## src/rtl/fm_params.svh

```systemverilog
// Sizes are fixed for a four-slot, two-channel core; the widths are not meant to be changed alone
`ifndef FM_PARAMS_SVH
`define FM_PARAMS_SVH

// Operator slots per frame, two modulators then two carriers
`define FM_SLOTS 4

// Phase accumulator width, top 10 bits feed the operator
`define FM_PHASE_W 20

// Signed operator sample width
`define FM_OUT_W 14

// Signed channel sample width after mixing
`define FM_MIX_W 16

// Cycles from slot phase to operator output
`define FM_OP_LAT 4

`endif

```

## src/rtl/fm_pkg.sv

```systemverilog
// Host words are 16 bits; the two top bits of either view are spare and ignored
`include "fm_params.svh"

package fm_pkg;

    // Slot index, advances once per clock
    typedef logic [$clog2(`FM_SLOTS)-1:0] fm_slot_t;

    // One host data word, read as frequency or as level settings
    typedef union packed {
        // Address bit 0 low
        struct packed {
            logic [1:0]  spare;
            logic [2:0]  block;
            logic [10:0] fnum;
        } freq;
        // Address bit 0 high
        struct packed {
            logic [1:0]  spare;
            logic        algo;
            logic [2:0]  fb;
            logic [9:0]  atten;
        } level;
    } fm_reg_word_u;

endpackage

```

## src/rtl/fm_phase_gen.sv

```systemverilog
// Runs on every clock with no enable; sync or reset restarts at slot 0 with all phases zero
`include "fm_params.svh"

module fm_phase_gen import fm_pkg::*; (
    input  logic                    clk,
    input  logic                    rst_n,
    input  logic                    sync,
    input  logic [`FM_PHASE_W-1:0]  phase_inc,
    output fm_slot_t                slot,
    output logic [9:0]              phase,
    output logic                    frame_start
);

    // Slot counter wraps every frame
    fm_slot_t slot_q;

    // One accumulator per slot
    logic [`FM_PHASE_W-1:0] acc [`FM_SLOTS];

    always_ff @(posedge clk) begin
        if (!rst_n || sync) begin
            slot_q <= '0;
            for (int s = 0; s < `FM_SLOTS; s++) begin
                acc[s] <= '0;
            end
        end else begin
            slot_q <= slot_q + 1'b1;
            // Only the current slot advances
            acc[slot_q] <= acc[slot_q] + phase_inc;
        end
    end

    assign slot = slot_q;

    // Phase shown before this cycle's add
    assign phase = acc[slot_q][`FM_PHASE_W-1 -: 10];

    // Marks the first modulator of a frame
    assign frame_start = (slot_q == '0);

endmodule

```

## config.mk

```make
export PLATFORM = sky130hd
export DESIGN_NAME = fm_phase_gen
export DESIGN_NICKNAME = d
export VERILOG_FILES = /design/src/rtl/fm_pkg.sv /design/src/rtl/fm_phase_gen.sv
export VERILOG_INCLUDE_DIRS = /design/src /design/src/rtl
export SDC_FILE = /design/constraint.sdc
export NUM_CORES = 1
export LEC_CHECK = 0
export BUFFER_PORTS_ARGS = -buffer_cell sky130_fd_sc_hd__buf_4
export CAP_MARGIN = 15
export CORE_ASPECT_RATIO = 1.75
export CORE_UTILIZATION = 37
export DETAILED_ROUTE_END_ITERATION = 12
export SYNTH_ARGS = -nofsm -noshare
export SYNTH_HDL_FRONTEND = slang
export SYNTH_SLANG_ARGS = --single-unit
```

## constraint.sdc

```tcl
create_clock -name clk -period 4.1 [get_ports clk]
set_clock_uncertainty 0.2 [all_clocks]
set_input_delay 0.41 -clock clk [delete_from_list [all_inputs] [get_ports clk]]
set_output_delay 0.41 -clock clk [all_outputs]
set_load 0.05 [all_outputs]
```

==> results.md <==
* Remaining Overflow, GRT at 0
* Hold-fix buffers, CTS at 0
* Yosys Warn Count at 0
* Clk buf depth at 2
* Hold path endpoint: slot[0]$_SDFF_PN0_
* Final setup violation count at 0
* Synth Area in Simple Gates at 0.181
* Drt wl/cell at 20.2 um
* Cell taking the most area after synthesis: edfxtp_1
* Compound-Gate Fraction of Synth Area at 0.117
* Final design utilization at 0.441
* Sequence of cells on the critical path: mux4_2 > ha_1 > fa_1 > a21o_1 > a221oi_4 > o21ai_1 > a2bb2oi_2 > mux2i_1
* Initial Util at 0.378
* Maximum VDD drop at 0.000202 V
* Hold path cells at 3
* Outcome: completed
* Gr usage total at 0.201
* MaxCap Viol Count at 0
* CP max stage delay at 0.57 ns
* Rows at 56
* DPL Wire Length at 9.67 mm
* Dominant cells by area after synthesis: edfxtp_1 48%, mux4_2 8.9%, ha_1 5.0%
* Count leader, synth: edfxtp_1
* Crit path max fanout at 11
* Max Clk Rate at 264 MHz
* Routed Antenna Nets at 0
* CP Class: reg2reg
* Slowest cell on the critical path: dfxtp_2
* Multiplexer share of the synthesized area at 0.113
* Crit path time final at 3.79 ns
* Worst-path clk slew at 0.06 ns
* Register area share after synthesis at 0.483
* Post-CTS Setup Repair Bufs at 0
* Largest family of logic cells by synthesized area: simple AND/OR/NAND/NOR gates
* GP Congestion at 0.919
* Share of cells above drive strength 1 at 0.201
* Via count at 3,899
* H-Tree Level Count at 3
* Post-synth top area share at 0.475
* Area Growth Syn to Fin at 16.7%
* Initial antenna violation count at 0
* TritonCTS Buffers at 9
* Yosys cell types at 51
* Clk sink count at 82
* Flop-to-flop setup slack at 0.31 ns
* Final hold violation count at 0
* HP Class: in2reg
* Die ar. at 0.0142 mm^2
* Commonest cells in the netlist: 80 x edfxtp_1, 47 x nand2_1, 40 x nor2_1
* Worst reg2reg startpoint: slot[0]$_SDFF_PN0_
* Root Buffer: clkbuf_16
* First-pass GRT wire length at 21.3 mm
* Setup crit end kind: register
* Std-Cell Core Area at 0.0134 mm^2
* Num ports at 36
* CTS tree: built
* Reg2reg end: acc[1][16]$_SDFFCE_PN0P_
* Die H at 157 um
* Vias in the first global route at 3,981
* Leakage power total at 0.00232 uW
* WP data required at 3.98 ns
* Post-Syn Area at 0.00505 mm^2
* Critical path's top delay family: compound AO/OA/AOI/OAI gates
* Startpoint Class: register
* FFs w/ async S/R, synth at 0
* CTS-repair resized insts at 0
* WL final at 13.7 mm
* # fillers at 1,284
* DR vias/cell at 5.77
* Post-Synth Adder-Cell Area at 0.0535
* Worst Tran Pin Value at 0.781 ns
* Initial DRC count at 368
* DR DRC count at 0
* Syn nets at 506
* Number of port buffers at 35
* Fin nets at 541
* Slew HR at 0.479
* Mapped Cells at 462
* Hold path startpoint: sync
* Final Instance Area at 0.00590 mm^2
* Synthesized flop and latch total at 82
* Die width at 90.4 um
* Area of placed instances at 0.00557 mm^2
* WP buf/inv at 0
* Total negative setup slack at 0 ns
* Clk_lat worst skew at 0.35 ns
* Largest net degree at the start of global routing at 23
* Period utilization at 0.925
* RSZ-0062 raised after global routing: false
* Post-synth top flop: edfxtp_1
* CP arrival at 3.67 ns
* Mean post-synth cell area at 10.9 um^2
* # diodes at 0
* Worst Reg2Reg Path Length in Cells at 8
* Pre-antenna DRT Iters at 5
* Final slew viol count at 0
* Pwr per Cell Area at 444 mW/mm^2
* EDFF count, synth at 80
* Post-synthesis xor/xnor area fraction at 0.0173
tightest hold or removal path, cell delays in order:
cell,delay (ns)
buf_4,0.10
nor3b_1,0.04
buf_4,0.15
power breakdown:
part	switching (uW)	internal, uW
registers	19.8	1000
clock network	371	548
logic	439	241
state kept, by name, summed over array words and instances (netlist names):
| signal | cells |
|---|---|
| slot | 2 |
| acc | 80 |
metrics by stage:
step                      hold slack, ns  setup WS [ns]  std cells  total power, uW
final                              0.200          0.307        676             2620
after floorplan                    0.339         0.0966        462             1520
after CTS                          0.192          0.297        676             2630
after global routing               0.207         0.0780        676             2720
after detailed placement           0.556          0.327        660             1710
after global placement             0.556          0.390        660             1700
how the worst max path moves through the flow:
stage | from | end | slack [ns] | cells past startpoint
2_1_floorplan | slot[0]$_SDFF_PN0_ | acc[3][18]$_DFFE_PP_ | 0.1 | 10
3_3_place_gp | slot[0]$_SDFF_PN0_ | acc[0][18]$_SDFFCE_PN0P_ | 0.39 | 8
3_5_place_dp | slot[0]$_SDFF_PN0_ | acc[1][16]$_SDFFCE_PN0P_ | 0.33 | 8
4_1_cts | slot[0]$_SDFF_PN0_ | acc[1][16]$_SDFFCE_PN0P_ | 0.30 | 8
5_1_grt | slot[0]$_SDFF_PN0_ | acc[1][18]$_SDFFCE_PN0P_ | 0.08 | 8
6_report | slot[0]$_SDFF_PN0_ | acc[1][16]$_SDFFCE_PN0P_ | 0.31 | 8
routing by layer:
layer  wire [um]  vias up  global-route usage  part of all wire
li1            -     1841                   -                 -
met1        4990     1919               0.210              0.37
met2        7680      112               0.382              0.56
met3         524       27              0.0335             0.038
met4         471        0               0.108             0.034
met5           0        -                   0                 0
kinds of logic (layout without fill, tap and decap cells):
| group | Yosys count | count (layout) |
|---|---|---|
| simple gates | 187 | 187 |
| compound gates | 85 | 85 |
| flops | 82 | 82 |
| buf+inv | 45 | 85 |
| mux | 32 | 32 |
| fa+ha+maj | 21 | 21 |
| xor+xnor | 10 | 10 |
placed cells by master (no fill, tap or decap), drive strengths merged, types with 6 or more instances in the layout:
| master | Yosys | routed |
|---|---|---|
| nor4 | 7 | 7 |
| nor2 | 40 | 40 |
| nor3 | 32 | 32 |
| mux2i | 12 | 12 |
| nand4 | 10 | 10 |
| nand2b | 10 | 10 |
| inv | 13 | 17 |
| a221oi | 6 | 6 |
| clkbuf | 22 | 9 |
| edfxtp | 80 | 80 |
| mux4 | 20 | 20 |
| o21ai | 13 | 13 |
| ha | 20 | 20 |
| nand3 | 17 | 17 |
| xnor2 | 8 | 8 |
| a21oi | 30 | 30 |
| buf | 10 | 56 |
| and3 | 8 | 8 |
| a21o | 6 | 6 |
| nand2 | 47 | 47 |
area by class of cell:
cell class              instances  area (um^2)  area share
inverters                      13         48.8     0.00827
multi-input cells             335         2440       0.413
well taps                     174          218      0.0369
flip-flops and latches         82         2440       0.414
repair buffers                 56          420      0.0712
clock inverters                 7          109      0.0184
clock buffers                   9          225      0.0382
(Power assumes the default switching activity.)
