`src/rtl/fm_params.svh`:
```
// Sizes are fixed for a four-slot, two-channel core; the widths are not meant to be changed alone
`ifndef FM_PARAMS_SVH
`define FM_PARAMS_SVH

// Operator slots per frame, two modulators then two carriers
`define FM_SLOTS 4

// Phase accumulator width, top 10 bits feed the operator
`define FM_PHASE_W 20

// Signed operator sample width
`define FM_OUT_W 14

// Signed channel sample width after mixing
`define FM_MIX_W 16

// Cycles from slot phase to operator output
`define FM_OP_LAT 4

`endif

```
`src/rtl/fm_pkg.sv`:
```
// Host words are 16 bits; the two top bits of either view are spare and ignored
`include "fm_params.svh"

package fm_pkg;

    // Slot index, advances once per clock
    typedef logic [$clog2(`FM_SLOTS)-1:0] fm_slot_t;

    // One host data word, read as frequency or as level settings
    typedef union packed {
        // Address bit 0 low
        struct packed {
            logic [1:0]  spare;
            logic [2:0]  block;
            logic [10:0] fnum;
        } freq;
        // Address bit 0 high
        struct packed {
            logic [1:0]  spare;
            logic        algo;
            logic [2:0]  fb;
            logic [9:0]  atten;
        } level;
    } fm_reg_word_u;

endpackage

```
`src/rtl/fm_reg_file.sv`:
```
// Settings are write-only and take effect on the next slot cycle; algo is read from the modulator slot
`include "fm_params.svh"

module fm_reg_file import fm_pkg::*; (
    input  logic                    clk,
    input  logic                    rst_n,
    input  logic                    wr_stb,
    input  logic [2:0]              wr_addr,
    input  fm_reg_word_u            wr_data,
    input  fm_slot_t                slot,
    output logic [`FM_PHASE_W-1:0]  phase_inc,
    output logic [9:0]              atten,
    output logic [2:0]              fb,
    output logic                    algo
);

    // Per-slot frequency and level words
    fm_reg_word_u freq_q  [`FM_SLOTS];
    fm_reg_word_u level_q [`FM_SLOTS];
    fm_slot_t     wr_slot;
    fm_reg_word_u cur_freq;
    fm_reg_word_u cur_level;
    fm_slot_t     mod_slot;

    // Address bits 2:1 pick the slot
    assign wr_slot = wr_addr[2:1];

    always_ff @(posedge clk) begin
        if (!rst_n) begin
            for (int s = 0; s < `FM_SLOTS; s++) begin
                freq_q[s]  <= '0;
                level_q[s] <= '0;
            end
        end else if (wr_stb) begin
            // Bit 0 picks the view
            if (wr_addr[0])
                level_q[wr_slot] <= wr_data;
            else
                freq_q[wr_slot] <= wr_data;
        end
    end

    assign cur_freq  = freq_q[slot];
    assign cur_level = level_q[slot];

    // Increment is fnum scaled up by the octave block
    assign phase_inc = {{(`FM_PHASE_W-11){1'b0}}, cur_freq.freq.fnum} << cur_freq.freq.block;
    assign atten     = cur_level.level.atten;
    assign fb        = cur_level.level.fb;

    // Channel algorithm lives in its modulator slot
    assign mod_slot = {1'b0, slot[0]};
    assign algo     = level_q[mod_slot].level.algo;

    // Host data must be clean whenever it is captured
    assert property (@(posedge clk) disable iff (!rst_n) wr_stb |-> !$isunknown(wr_data));

endmodule

```
`config.mk`:
```
export PLATFORM = sky130hd
export DESIGN_NAME = fm_reg_file
export DESIGN_NICKNAME = d
export VERILOG_FILES = /design/src/rtl/fm_pkg.sv /design/src/rtl/fm_reg_file.sv
export VERILOG_INCLUDE_DIRS = /design/src /design/src/rtl
export SDC_FILE = /design/constraint.sdc
export NUM_CORES = 1
export LEC_CHECK = 0
export BUFFER_PORTS_ARGS = -buffer_cell sky130_fd_sc_hd__buf_2
export CORE_MARGIN = 10
export CORE_UTILIZATION = 53
export CTS_CLUSTER_SIZE = 16
export DETAILED_ROUTE_END_ITERATION = 10
export PLACE_DENSITY = 0.83
export SLEW_MARGIN = 20
export SYNTH_ARGS = -nofsm -noshare
export SYNTH_HDL_FRONTEND = slang
export SYNTH_SLANG_ARGS = --single-unit
export TNS_END_PERCENT = 5
```
`constraint.sdc`:
```
create_clock -name clk -period 2.2 [get_ports clk]
set_input_delay 0.44 -clock clk [delete_from_list [all_inputs] [get_ports clk]]
set_output_delay 0.44 -clock clk [all_outputs]
set_load 0.1 [all_outputs]
```
==> metrics.txt <==
# TYPE chip_impl_metric gauge
chip_impl_metric{name="grt_max_degree",unit=""} 19
chip_impl_metric{name="floorplan.core_area",unit="um^2"} 9730
chip_impl_metric{name="p_per_area",unit="nW/um^2"} 828
chip_impl_metric{name="finish.instance_area",unit="um^2"} 6720
chip_impl_info{name="worst_hold_path_type",value="input port to flop"} 1
chip_impl_info{name="slowest_stage",value="sky130_fd_sc_hd__mux4_2"} 1
chip_impl_metric{name="synth_fa_ha_area_frac",unit=""} 0
chip_impl_info{name="critical_path.cell_chain",value="mux4_2 -> mux2_2 -> mux2i_1 -> buf_4 -> mux2i_4 -> buf_12"} 1
chip_impl_metric{name="final.hold.worst_slack",unit="ns"} 0.444
chip_impl_metric{name="design.die.area",unit="um^2"} 14400
chip_impl_metric{name="ys_types",unit=""} 29
chip_impl_metric{name="drt.antenna.violating_nets",unit=""} 0
chip_impl_metric{name="synth_mux_area_frac",unit=""} 0.165
chip_impl_info{name="critical_path.startpoint_type",value="flop"} 1
chip_impl_metric{name="synth-compound-area-share",unit=""} 0.0229
chip_impl_info{name="synth.cells.most_frequent",value="sky130_fd_sc_hd__and2_1 (110), sky130_fd_sc_hd__edfxtp_1 (110), sky130_fd_sc_hd__mux4_2 (19)"} 1
chip_impl_metric{name="cts.reportedPaths.clkPinSlew",unit="ns"} 0.10
chip_impl_info{name="post-synth-top-area-cell",value="sky130_fd_sc_hd__edfxtp_1"} 1
chip_impl_metric{name="flow.area_growth_from_synthesis",unit="%"} 27.0
chip_impl_metric{name="fin_crit_sh",unit=""} 1.27
chip_impl_metric{name="placedCellCount",unit=""} 554
chip_impl_info{name="dominant_combinational_cell_family_by_area_after_synthesis",value="simple AND/OR/NAND/NOR gates"} 1
chip_impl_metric{name="syn_avg_cell_area",unit="um^2"} 15.2
chip_impl_metric{name="grt.total_usage",unit=""} 0.166
chip_impl_metric{name="maxSlewViolCount",unit=""} 0
chip_impl_metric{name="cts-buffers-inserted",unit=""} 9
chip_impl_metric{name="die_height",unit="um"} 120
chip_impl_metric{name="placement.io_buffers",unit=""} 53
chip_impl_metric{name="number_of_enable_flip_flop_cells_after_synthesis",unit=""} 110
chip_impl_metric{name="yosys_register_bits",unit=""} 110
chip_impl_info{name="cts_root_buffer",value="sky130_fd_sc_hd__clkbuf_8"} 1
chip_impl_metric{name="route.detailed.wl_per_inst",unit="um"} 20.4
chip_impl_metric{name="synth_xor_xnor_area_share",unit=""} 0
chip_impl_metric{name="dpl.hpwl",unit="mm"} 8.06
chip_impl_metric{name="drt_iter0_drc",unit=""} 238
chip_impl_metric{name="asyncSetResetFlopFracSynth",unit=""} 0
chip_impl_metric{name="syn-instance-count",unit=""} 348
chip_impl_info{name="run_status",value="finished with violations"} 1
chip_impl_metric{name="gp_congestion",unit=""} 0.876
chip_impl_metric{name="clock.fmax",unit="GHz"} 0.359
chip_impl_metric{name="max_cap_violations",unit=""} 0
chip_impl_metric{name="floorplan.rows",unit=""} 36
chip_impl_info{name="tritoncts",value="yes"} 1
chip_impl_metric{name="power.ir.vdd_worst",unit="V"} 0.000501
chip_impl_info{name="cp_top_family",value="multiplexers"} 1
chip_impl_metric{name="drt_first_pass_iters",unit=""} 4
chip_impl_info{name="yosys-top-cells-area",value="sky130_fd_sc_hd__edfxtp_1 (62%), sky130_fd_sc_hd__and2_1 (13%), sky130_fd_sc_hd__mux4_2 (8.1%), sky130_fd_sc_hd__mux4_1 (4.0%), sky130_fd_sc_hd__mux2_4 (1.4%)"} 1
chip_impl_metric{name="avgViaCountPerCell",unit=""} 5.45
chip_impl_metric{name="layout_min_cycle_time",unit="ns"} 2.79
chip_impl_metric{name="initial_utilization",unit=""} 0.544
chip_impl_metric{name="setup_ws",unit="ns"} -0.586
chip_impl_info{name="setup_repair_after_global_routing_missed_its_margin",value="true"} 1
chip_impl_metric{name="dpl_cell_area",unit="um^2"} 6320
chip_impl_metric{name="drt-total-wl",unit="mm"} 11.6
chip_impl_metric{name="antenna_found_initial",unit=""} 0
chip_impl_metric{name="final_stage_net_count",unit=""} 457
chip_impl_metric{name="required",unit="ns"} 1.76
chip_impl_metric{name="ctsHtreeMaxLevel",unit=""} 3
chip_impl_metric{name="netlist_area",unit="um^2"} 5290
chip_impl_metric{name="layout.core_utilization",unit=""} 0.691
chip_impl_metric{name="number_of_antenna_diodes",unit=""} 0
chip_impl_metric{name="post_route_cells_drive_above_1_share",unit=""} 0.398
chip_impl_metric{name="cp_num_buf_inv",unit=""} 2
chip_impl_metric{name="power_leakage",unit="nW"} 2.48
chip_impl_info{name="endpoint_kind",value="output port"} 1
chip_impl_metric{name="setup_violations",unit=""} 18
chip_impl_metric{name="vias_in_the_first_global_route",unit=""} 3493
chip_impl_metric{name="die_width",unit="um"} 120
chip_impl_metric{name="synth_top_cell_area_share",unit=""} 0.624
chip_impl_metric{name="finish.cell_count_without_fillers",unit=""} 570
chip_impl_metric{name="grt_pass1_wl",unit="mm"} 18.8
chip_impl_metric{name="yosys_warnings",unit=""} 0
chip_impl_info{name="crit_type",value="flop to output port"} 1
chip_impl_metric{name="synth_sequential_area_ratio",unit=""} 0.624
chip_impl_metric{name="cpPeakStageDelay",unit="ns"} 0.62
chip_impl_metric{name="number_of_i_o_pins",unit=""} 58
chip_impl_metric{name="drc_violation_count_after_routing",unit=""} 0
chip_impl_metric{name="cts_buffer_depth",unit=""} 2
chip_impl_metric{name="pre_cts_slack",unit="ns"} -0.598
chip_impl_metric{name="dr_total_vias",unit=""} 3108
chip_impl_metric{name="critical_path_at",unit="ns"} 2.35
chip_impl_metric{name="cts_sinks",unit=""} 110
chip_impl_metric{name="grt_overflow_total",unit=""} 0
chip_impl_metric{name="worstPathMaxFanout",unit=""} 7
chip_impl_metric{name="post_synth_and_or_nand_nor_area_fraction",unit=""} 0.166
chip_impl_info{name="yosys_most_used_dff",value="sky130_fd_sc_hd__edfxtp_1"} 1
chip_impl_metric{name="hold_violations",unit=""} 0
chip_impl_info{name="violations",value="negative setup slack"} 1
state kept, by name (all words and copies together) (netlist names):
register  count
level_q      54
freq_q       56
per-layer routing:
| metal | up-vias | routed length, um | GRT usage |
|---|---|---|---|
| met5 | - | 0 | 0 |
| met4 | 0 | 120 | 0.0543 |
| met3 | 12 | 722 | 0.0375 |
| met2 | 105 | 6330 | 0.297 |
| met1 | 1534 | 4480 | 0.194 |
| li1 | 1457 | - | - |
cell usage in the layout, fill, tap and decap left out, drive strengths merged:
cell / instances
o21ai: 8
mux2: 11
nand3: 2
nor2: 16
inv: 5
clkinv: 2
a211oi: 2
and3b: 1
clkbuf: 9
nand2: 4
conb: 2
nor2b: 3
nand2b: 9
and2: 110
a21oi: 1
bufinv: 1
edfxtp: 110
buf: 92
or2: 2
mux2i: 8
nor3: 2
o22ai: 9
mux4: 28
power breakdown:
part           total (mW)  switching (mW)  leakage, nW  internal (mW)
Combinational        1.89            1.22         1.32          0.664
Sequential           2.49          0.0410         1.06           2.44
Clock                1.19           0.659        0.100          0.533
cell type report:
type / instances / area [um^2]
Clock buffer: 9 / 124
Sequential cell: 110 / 3300
Fill cell: 664 / 3010
Multi-Input combinational cell: 218 / 2130
Timing Repair Buffer: 92 / 922
Inverter: 2 / 10.0
Tap cell: 133 / 166
Clock inverter: 6 / 70.1
through the flow:
stage	TNS, ns	power, mW
6_report	-8.72	5.56
3_5_place_dp	-11.22	4.29
3_3_place_gp	-10.41	4.25
5_1_grt	-9.73	5.75
2_1_floorplan	-10.84	3.78
4_1_cts	-8.74	5.56
worst paths after layout:
kind	from	end	slack (ns)	depth (start not counted)
max	freq_q[2][11]	phase_inc[8]	-0.59	6
min	wr_data[0]	freq_q[3][0]	0.44	2
cell families after synthesis:
family,after synthesis
flip-flops,110
other,1
multiplexers,46
AND/OR/NAND/NOR,149
buffers and inverters,22
AO/OA/AOI/OAI,20
timing repair:
action | 4_1_cts | 5_1_grt
cloned | 1 | 0
pin swaps | 3 | 3
hold buffers | 0 | 0
resized for setup | 48 | 7
buffers inserted | 0 | 0
endpoints found under the setup margin | 31 | 31
Note: power is estimated with default switching activity, not from simulation.
