<file path="src/rtl/fm_params.svh">
// Sizes are fixed for a four-slot, two-channel core; the widths are not meant to be changed alone
`ifndef FM_PARAMS_SVH
`define FM_PARAMS_SVH

// Operator slots per frame, two modulators then two carriers
`define FM_SLOTS 4

// Phase accumulator width, top 10 bits feed the operator
`define FM_PHASE_W 20

// Signed operator sample width
`define FM_OUT_W 14

// Signed channel sample width after mixing
`define FM_MIX_W 16

// Cycles from slot phase to operator output
`define FM_OP_LAT 4

`endif

</file>
<file path="src/rtl/fm_pkg.sv">
// Host words are 16 bits; the two top bits of either view are spare and ignored
`include "fm_params.svh"

package fm_pkg;

    // Slot index, advances once per clock
    typedef logic [$clog2(`FM_SLOTS)-1:0] fm_slot_t;

    // One host data word, read as frequency or as level settings
    typedef union packed {
        // Address bit 0 low
        struct packed {
            logic [1:0]  spare;
            logic [2:0]  block;
            logic [10:0] fnum;
        } freq;
        // Address bit 0 high
        struct packed {
            logic [1:0]  spare;
            logic        algo;
            logic [2:0]  fb;
            logic [9:0]  atten;
        } level;
    } fm_reg_word_u;

endpackage

</file>
<file path="src/rtl/fm_mixer.sv">
// sample_ch1 and sample_stb are combinational from the operator output; ch0 is held from slot 2
`include "fm_params.svh"

module fm_mixer import fm_pkg::*; (
    input  logic                        clk,
    input  logic                        rst_n,
    input  logic                        sync,
    input  logic signed [`FM_OUT_W-1:0] op_out,
    input  fm_slot_t                    op_slot,
    input  logic                        op_valid,
    input  logic                        algo,
    output logic signed [`FM_MIX_W-1:0] sample_ch0,
    output logic signed [`FM_MIX_W-1:0] sample_ch1,
    output logic                        sample_stb
);

    // Algorithm lined up with the operator output
    logic [`FM_OP_LAT-1:0]       algo_d;
    logic signed [`FM_OUT_W-1:0] mod_q [2];
    logic signed [`FM_MIX_W-1:0] ch0_q;
    logic signed [`FM_MIX_W-1:0] car_ext;
    logic signed [`FM_MIX_W-1:0] mod_ext;
    logic signed [`FM_MIX_W-1:0] mix;

    assign car_ext = {{(`FM_MIX_W-`FM_OUT_W){op_out[`FM_OUT_W-1]}}, op_out};
    assign mod_ext = {{(`FM_MIX_W-`FM_OUT_W){mod_q[op_slot[0]][`FM_OUT_W-1]}}, mod_q[op_slot[0]]};

    // Additive mode adds this frame's modulator
    assign mix = algo_d[`FM_OP_LAT-1] ? car_ext + mod_ext : car_ext;

    always_ff @(posedge clk) begin
        if (!rst_n) begin
            algo_d   <= '0;
            mod_q[0] <= '0;
            mod_q[1] <= '0;
            ch0_q    <= '0;
        end else begin
            algo_d <= {algo_d[`FM_OP_LAT-2:0], algo};
            if (op_valid && !op_slot[1])
                mod_q[op_slot[0]] <= op_out;
            if (op_valid && op_slot == 2'd2)
                ch0_q <= mix;
        end
    end

    assign sample_ch0 = ch0_q;
    assign sample_ch1 = mix;

    // Carrier of channel 1 closes the frame
    assign sample_stb = op_valid && op_slot == 2'd3 && !sync;

    // Steady frame rate between syncs
    assert property (@(posedge clk) disable iff (!rst_n || sync)
        sample_stb |=> (!sample_stb) [*3] ##1 sample_stb);

endmodule

</file>
<file path="config.mk">
export PLATFORM = sky130hd
export DESIGN_NAME = fm_mixer
export DESIGN_NICKNAME = d
export VERILOG_FILES = /design/src/rtl/fm_pkg.sv /design/src/rtl/fm_mixer.sv
export VERILOG_INCLUDE_DIRS = /design/src /design/src/rtl
export SDC_FILE = /design/constraint.sdc
export NUM_CORES = 1
export LEC_CHECK = 0
export ABC_CLOCK_PERIOD_IN_PS = 5850
export BUFFER_PORTS_ARGS = -buffer_cell sky130_fd_sc_hd__buf_2
export CORE_MARGIN = 2
export CORE_UTILIZATION = 60
export CTS_CLUSTER_SIZE = 30
export DETAILED_ROUTE_END_ITERATION = 6
export MAX_ROUTING_LAYER = met4
export PLACE_DENSITY = 0.86
export SLEW_MARGIN = 25
export SYNTH_ARGS = -nofsm -noshare
export SYNTH_HDL_FRONTEND = slang
export SYNTH_SLANG_ARGS = --single-unit
</file>
<file path="constraint.sdc">
create_clock -name clk -period 5.85 [get_ports clk]
set_input_delay 0.8775 -clock clk [delete_from_list [all_inputs] [get_ports clk]]
set_output_delay 0.8775 -clock clk [all_outputs]
set_load 0.02 [all_outputs]
</file>
==> results of run 1 <==
routing by layer:
layer	track usage, %	vias to the layer above
met4	8.23	0
met3	4.28	15
met5	-	-
met2	38.7	73
met1	37.1	1036
li1	-	1079
worst max-delay path, stage by stage:
cell and delay, ps:
sky130_fd_sc_hd__buf_2 350, sky130_fd_sc_hd__mux2i_1 380, sky130_fd_sc_hd__inv_1 90, sky130_fd_sc_hd__ha_1 280, sky130_fd_sc_hd__a21oi_1 180, sky130_fd_sc_hd__nand4b_1 190
sky130_fd_sc_hd__nand2_1 90, sky130_fd_sc_hd__a31oi_1 330, sky130_fd_sc_hd__o211ai_1 210, sky130_fd_sc_hd__xnor2_1 160, sky130_fd_sc_hd__mux2_2 280, sky130_fd_sc_hd__buf_2 160
registers in the layout (all words and copies together) (netlist names):
name,count
mod_q,28
sample_ch0,15
algo_d,4
path summary, 6_finish.rpt:
check | startpoint | endpoint | slack [ps] | cells after the start
worst max-delay path | op_slot[0] | sample_ch1[11] | 1390 | 12
worst max register to register | mod_q[0][0] | sample_ch0[10] | 3290 | 11
worst min register to register | algo_d[1] | algo_d[2] | 440 | 1
worst min-delay path | algo_d[1] | algo_d[2] | 440 | 1
where the power goes:
group          internal [µW]  leakage, µW  switching [µW]
clock                   88.7    0.0000489             110
combinational           83.6     0.000924             118
sequential               370     0.000428            6.71
cell type report:
cell class              instances  share of cell area [%]
multi-input cells             206                    47.3
flip-flops and latches         47                    38.2
repair buffers                 56                    9.00
clock buffers                   6                    2.39
well taps                      52                    2.03
inverters                       6                   0.704
clock inverters                 2                   0.352
metrics by stage:
stage / setup WS (ps) / hold WS, ps / instance area (µm²) / cells / utilization, %
4_1_cts: 1430 / 447 / 3200 / 375 / 72.0
5_1_grt: 1220 / 479 / 3200 / 375 / 72.0
3_5_place_dp: 1440 / 426 / 3110 / 367 / 70.0
3_3_place_gp: 1470 / 417 / 3110 / 367 / 70.0
6_report: 1390 / 443 / 3200 / 375 / 72.0
2_1_floorplan: 1420 / 412 / 2820 / 274 / -
cells in the mapped netlist, drive strengths merged (2+ instances only):
library cell and number:
a21boi 5, a21o 7, a21oi 9, a31oi 6
and2 32, buf 4, clkbuf 11, dfxtp 19
edfxtp 28, ha 14, inv 6, mux2 21
mux2i 2, nand2 24, nand2b 2, nand3 4
nand4 2, nor2 17, nor2b 3, nor3 3
nor3b 5, o211ai 2, o21ai 14, o21ba 4
o22ai 2, xnor2 6, xor2 3
logic make-up after synthesis:
| logic type | Yosys count |
|---|---|
| AOI/OAI and AO/OA | 59 |
| xor gates and xnor gates | 9 |
| adders and majority gates | 15 |
| buffers and inverters | 21 |
| DFF | 47 |
| muxes | 23 |
| and+or+nand+nor | 100 |
==> results.ini, run 1 <==
[cts]
post_cts.repair.setup_buffers = 0
cts_made_buffers = 5
post_cts_resized = 0
worst_skew_pair.late_latency_ps = 300
postCtsHoldBufs = 0
cts.htree.levels = 2
clkTransAtPathRegs_ps = 90
ctsRootBufferMaster = sky130_fd_sc_hd__clkbuf_8
clk_path_buf_depth = 2
clock_tree_from_tritoncts = done
number_of_sinks_on_the_clock_net = 47

[synthesis]
syn_inst = 274
asyncSetResetFlopFracSynth_pct = 0
cell_taking_the_most_area_after_synthesis = sky130_fd_sc_hd__edfxtp_1
post_synth_fa_ha_maj_area_fraction_pct = 6.91
synth_edf_count = 28
largest_family_of_logic_cells_by_synthesized_area = simple AND/OR/NAND/NOR gates
synth-xor-area-share_pct = 2.79
synth_top_flop_cell = sky130_fd_sc_hd__edfxtp_1
syn_area_per_cell_um2 = 10.3
synthesized_area_fraction_occupied_by_ao_oa_aoi_and_oai_cells_pct = 15.1
yosys.cell_types.count = 55
synth.area.mux_share_pct = 9.35
post_synthesis_sequential_element_count = 47
top_cells_by_area_in_the_synthesized_netlist = sky130_fd_sc_hd__edfxtp_1 30%, sky130_fd_sc_hd__dfxtp_1 13%, sky130_fd_sc_hd__mux2_2 7.6%
synthesis.yosys.warnings = 0
post_synth_instance_area_um2 = 2820
sequential_to_total_area_share_from_yosys_stat_pct = 43.3
mappedNetlistNets = 310
share_of_synthesized_cell_area_in_and_or_nand_and_nor_gates_pct = 19.5
yosys.area.top_type_share_pct = 29.8

[pwr]
ir_drop_mv = 0.122
static-leakage-power_uw = 0.00140
fin_total_pwr_uw = 777
power_dens_cells_nw_per_um2 = 243

[global_route]
grt_pass1_wl_um = 10300
grt_pass1_vias = 2173
grt_overflow_total = 0
largest_net_degree_at_the_start_of_global_routing = 25
grt_usage_pct = 26.2
initial_antenna_violation_count = 0

[detailed_routing]
firstDrtPassIters = 4
route.detailed.vias_per_inst = 5.87
antenna_left = 0
drc = 0
wl_met2_um = 2790
detail_route.wirelength.met1_um = 2910
detailedRoute.firstIterationViolations = 126
wire_length_on_met3_um = 394
routedWlPerCell_um = 16.5
wirelength_um = 6210
routed-via-count = 2203
top_routing_layer_in_use = met4

[placement]
io_buffer_count = 53
dpl.hpwl_um = 4500
gp_routability_congestion = 0.970

[finish]
area_growth_syn_to_layout_pct = 13.3
antenna_cells_inserted = 0
drive_gt1_share_pct = 28.5
layout.filler_cells = 340
final-seq-area_um2 = 1220
layout.nets = 358
most_common_cell_after_layout_fill_and_taps_aside = sky130_fd_sc_hd__buf_2
final_cell_mix = 53 x sky130_fd_sc_hd__buf_2, 32 x sky130_fd_sc_hd__and2_1, 28 x sky130_fd_sc_hd__edfxtp_1, 24 x sky130_fd_sc_hd__nand2_1
multi_input_comb_area_um2 = 1510

[sta]
timing.final.hold_violations = 0
setup-tns-final_ps = 0
timing.final.crit_share_pct = 76.2
timing_max_transition_violations_final = 0
final.min_clock_period_ps = 4460
final.setup_skew_ps = 12.0
rsz0062_at_grt = no
worst_slew_pin_slew_ps = 932
slew_headroom_pct = 37.8
maxClockFrequency_mhz = 224
setup_viol_count_final = 0

[floorplanning]
vert_die_dim_um = 72.6
start_util_pct = 63.5
row_count = 24
die_area_um2 = 5270
ios = 54
floorplan.core_area_um2 = 4440
fp.dieW_um = 72.6

[outcome]
outcome = finished, final reports clean

[worst_setup_path]
critical_path.startpoint_type = primary input
required_ps = 4970
worstPathMaxFanout = 18
worst_setup_path_class = in2out
cp.arrival_ps = 3580
critPathCaptureType = output pin

[worst_hold_path]
hold_path.class = reg2reg

[job]
maximum_capacitance_violations = 0

No activity file was read; power rests on OpenSTA's default activity.
==> run 2: changes to the inputs <==
--- a/config.mk
+++ b/config.mk
@@ -6,14 +6,14 @@
 export SDC_FILE = /design/constraint.sdc
 export NUM_CORES = 1
 export LEC_CHECK = 0
-export ABC_CLOCK_PERIOD_IN_PS = 5850
+export ABC_CLOCK_PERIOD_IN_PS = 4500
 export BUFFER_PORTS_ARGS = -buffer_cell sky130_fd_sc_hd__buf_2
 export CORE_MARGIN = 2
-export CORE_UTILIZATION = 60
+export CORE_UTILIZATION = 55
 export CTS_CLUSTER_SIZE = 30
 export DETAILED_ROUTE_END_ITERATION = 6
 export MAX_ROUTING_LAYER = met4
-export PLACE_DENSITY = 0.86
+export PLACE_DENSITY = 0.79
 export SLEW_MARGIN = 25
 export SYNTH_ARGS = -nofsm -noshare
 export SYNTH_HDL_FRONTEND = slang
==> constraint.sdc (replaced) <==
create_clock -name clk -period 4.5 [get_ports clk]
set_input_delay 0.675 -clock clk [delete_from_list [all_inputs] [get_ports clk]]
set_output_delay 0.675 -clock clk [all_outputs]
set_load 0.02 [all_outputs]
==> results.ini, run 2 (synthesized netlist as in run 1, its figures left out) <==
[detailed_routing]
routedWlPerCell_um = 16.2
wire_length_on_met3_um = 342
antenna_left = 0
routed-via-count = 2197
detailedRoute.firstIterationViolations = 141
detail_route.wirelength.met1_um = 3110
firstDrtPassIters = 4
drc = 0
wl_met2_um = 2850
route.detailed.vias_per_inst = 5.59
wirelength_um = 6370
top_routing_layer_in_use = met4

[sta]
timing.final.ws_setup_ps = 542
maxClockFrequency_mhz = 253
setup_viol_count_final = 0
timing_max_transition_violations_final = 0
final.setup_skew_ps = 5.00
timing.final.hold_violations = 0
rsz0062_at_grt = no
setup-tns-final_ps = 0
timing.final.crit_share_pct = 88.0
final.min_clock_period_ps = 3960
worst_slew_pin_slew_ps = 728
slew_headroom_pct = 51.5

[placement]
gp_routability_congestion = 0.937
dpl.hpwl_um = 4710
io_buffer_count = 53
place_ws_ps = 563

[finish]
top_register = mod_q
area_growth_syn_to_layout_pct = 14.9
most_common_cell_after_layout_fill_and_taps_aside = sky130_fd_sc_hd__buf_2
layout.filler_cells = 396
drive_gt1_share_pct = 28.2
layout.nets = 359
final_cell_mix = 53 x sky130_fd_sc_hd__buf_2, 32 x sky130_fd_sc_hd__and2_1, 28 x sky130_fd_sc_hd__edfxtp_1, 24 x sky130_fd_sc_hd__nand2_1
largest_reg_flops = 28
antenna_cells_inserted = 0

[pwr]
fin_total_pwr_uw = 1050
ir_drop_mv = 0.209
static-leakage-power_uw = 0.00141
power_dens_cells_nw_per_um2 = 324

[worst_setup_path]
critPathCaptureType = output pin
cp-startpoint = op_slot[0]
worst_setup_path_class = in2out
cp_slowest_stage_delay_ps = 390
timing.critical_path.cells = buf_2, mux2_2, ha_1, a21o_1, a21oi_2, nand2_1, a31oi_1, o211ai_1, xnor2_1, mux2_2, buf_2
cell_type_group_with_the_largest_total_delay_on_the_critical_path = compound AO/OA/AOI/OAI gates
worstPathBufferInverterCount = 2
required_ps = 3830
timing.critical_path.slowest_stage_cell = sky130_fd_sc_hd__mux2_2
worstPathMaxFanout = 18
critical_path.reg2reg.startpoint = mod_q[1][0]
cp.arrival_ps = 3280
critical_path.startpoint_type = primary input

[cts]
post_cts_resized = 0
cts_made_buffers = 5
clkTransAtPathRegs_ps = 80
postCtsHoldBufs = 0
clock_tree_from_tritoncts = done
post_cts.repair.setup_buffers = 0
clk_path_buf_depth = 2
ctsRootBufferMaster = sky130_fd_sc_hd__clkbuf_8
cts.htree.levels = 2
worst_skew_pair.late_latency_ps = 300
number_of_sinks_on_the_clock_net = 47

[global_route]
grt_pass1_vias = 2063
grt_overflow_total = 0
grt_usage_pct = 24.6
initial_antenna_violation_count = 0
largest_net_degree_at_the_start_of_global_routing = 25
grt_pass1_wl_um = 10000

[floorplanning]
die_area_um2 = 5720
floorplan.core_area_um2 = 5040
fp.dieW_um = 75.6
ios = 54
row_count = 26
vert_die_dim_um = 75.6
start_util_pct = 56.0

[worst_hold_path]
worst_hold_startpoint = algo_d[0]
hold_path.class = reg2reg

[job]
maximum_capacitance_violations = 0

[outcome]
outcome = finished, final reports clean

==> run 2: cell types whose count changed in the layout (fill, tap and decap cells not counted) <==
cell | before | now
sky130_fd_sc_hd__buf_4 | 3 | 4
sky130_fd_sc_hd__bufinv_16 | 0 | 1
sky130_fd_sc_hd__inv_4 | 1 | 0
sky130_fd_sc_hd__clkinv_2 | 1 | 0
sky130_fd_sc_hd__clkbuf_4 | 1 | 0
sky130_fd_sc_hd__clkbuf_1 | 0 | 1
==> run 2: worst paths after layout <==
kind / depth (start not counted) / to / slack, ps
worst max register to register: 11 / sample_ch0[10] / 1910
worst min-delay path: 1 / algo_d[1] / 440
worst min register to register: 1 / algo_d[1] / 440
worst max-delay path: 11 / sample_ch1[11] / 540
==> run 2: metal layers <==
layer | GRT usage [%] | up-vias
met5 | - | -
met4 | 6.04 | 0
met3 | 5.03 | 6
met2 | 35.5 | 61
met1 | 35.5 | 1046
li1 | - | 1084
==> run 2: area by class of cell <==
cell class	count	area, µm²	share of cell area [%]
clock buffer	6	72.6	2.24
multi-input combinational	206	1510	46.7
timing repair buffer	57	295	9.10
sequential	47	1220	37.7
clock inverter	1	30.0	0.926
tap	70	87.6	2.70
inverter	6	22.5	0.694
==> run 2: stage by stage <==
stage | hold WS, ps | std cells | utilization [%] | instance area (µm²)
CTS | 441 | 393 | 64.3 | 3240
global placement | 418 | 386 | 62.3 | 3140
floorplan | 412 | 274 | - | 2820
global route | 463 | 393 | 64.3 | 3240
detailed placement | 423 | 386 | 62.3 | 3140
finish | 437 | 393 | 64.3 | 3240
==> run 2: power breakdown <==
part	switching (µW)	internal [µW]	total, µW	leakage [µW]
Sequential	7.63	481	489	0.000428
Clock	135	163	298	0.0000513
Combinational	157	109	266	0.000929
Total	299	753	1050	0.00141
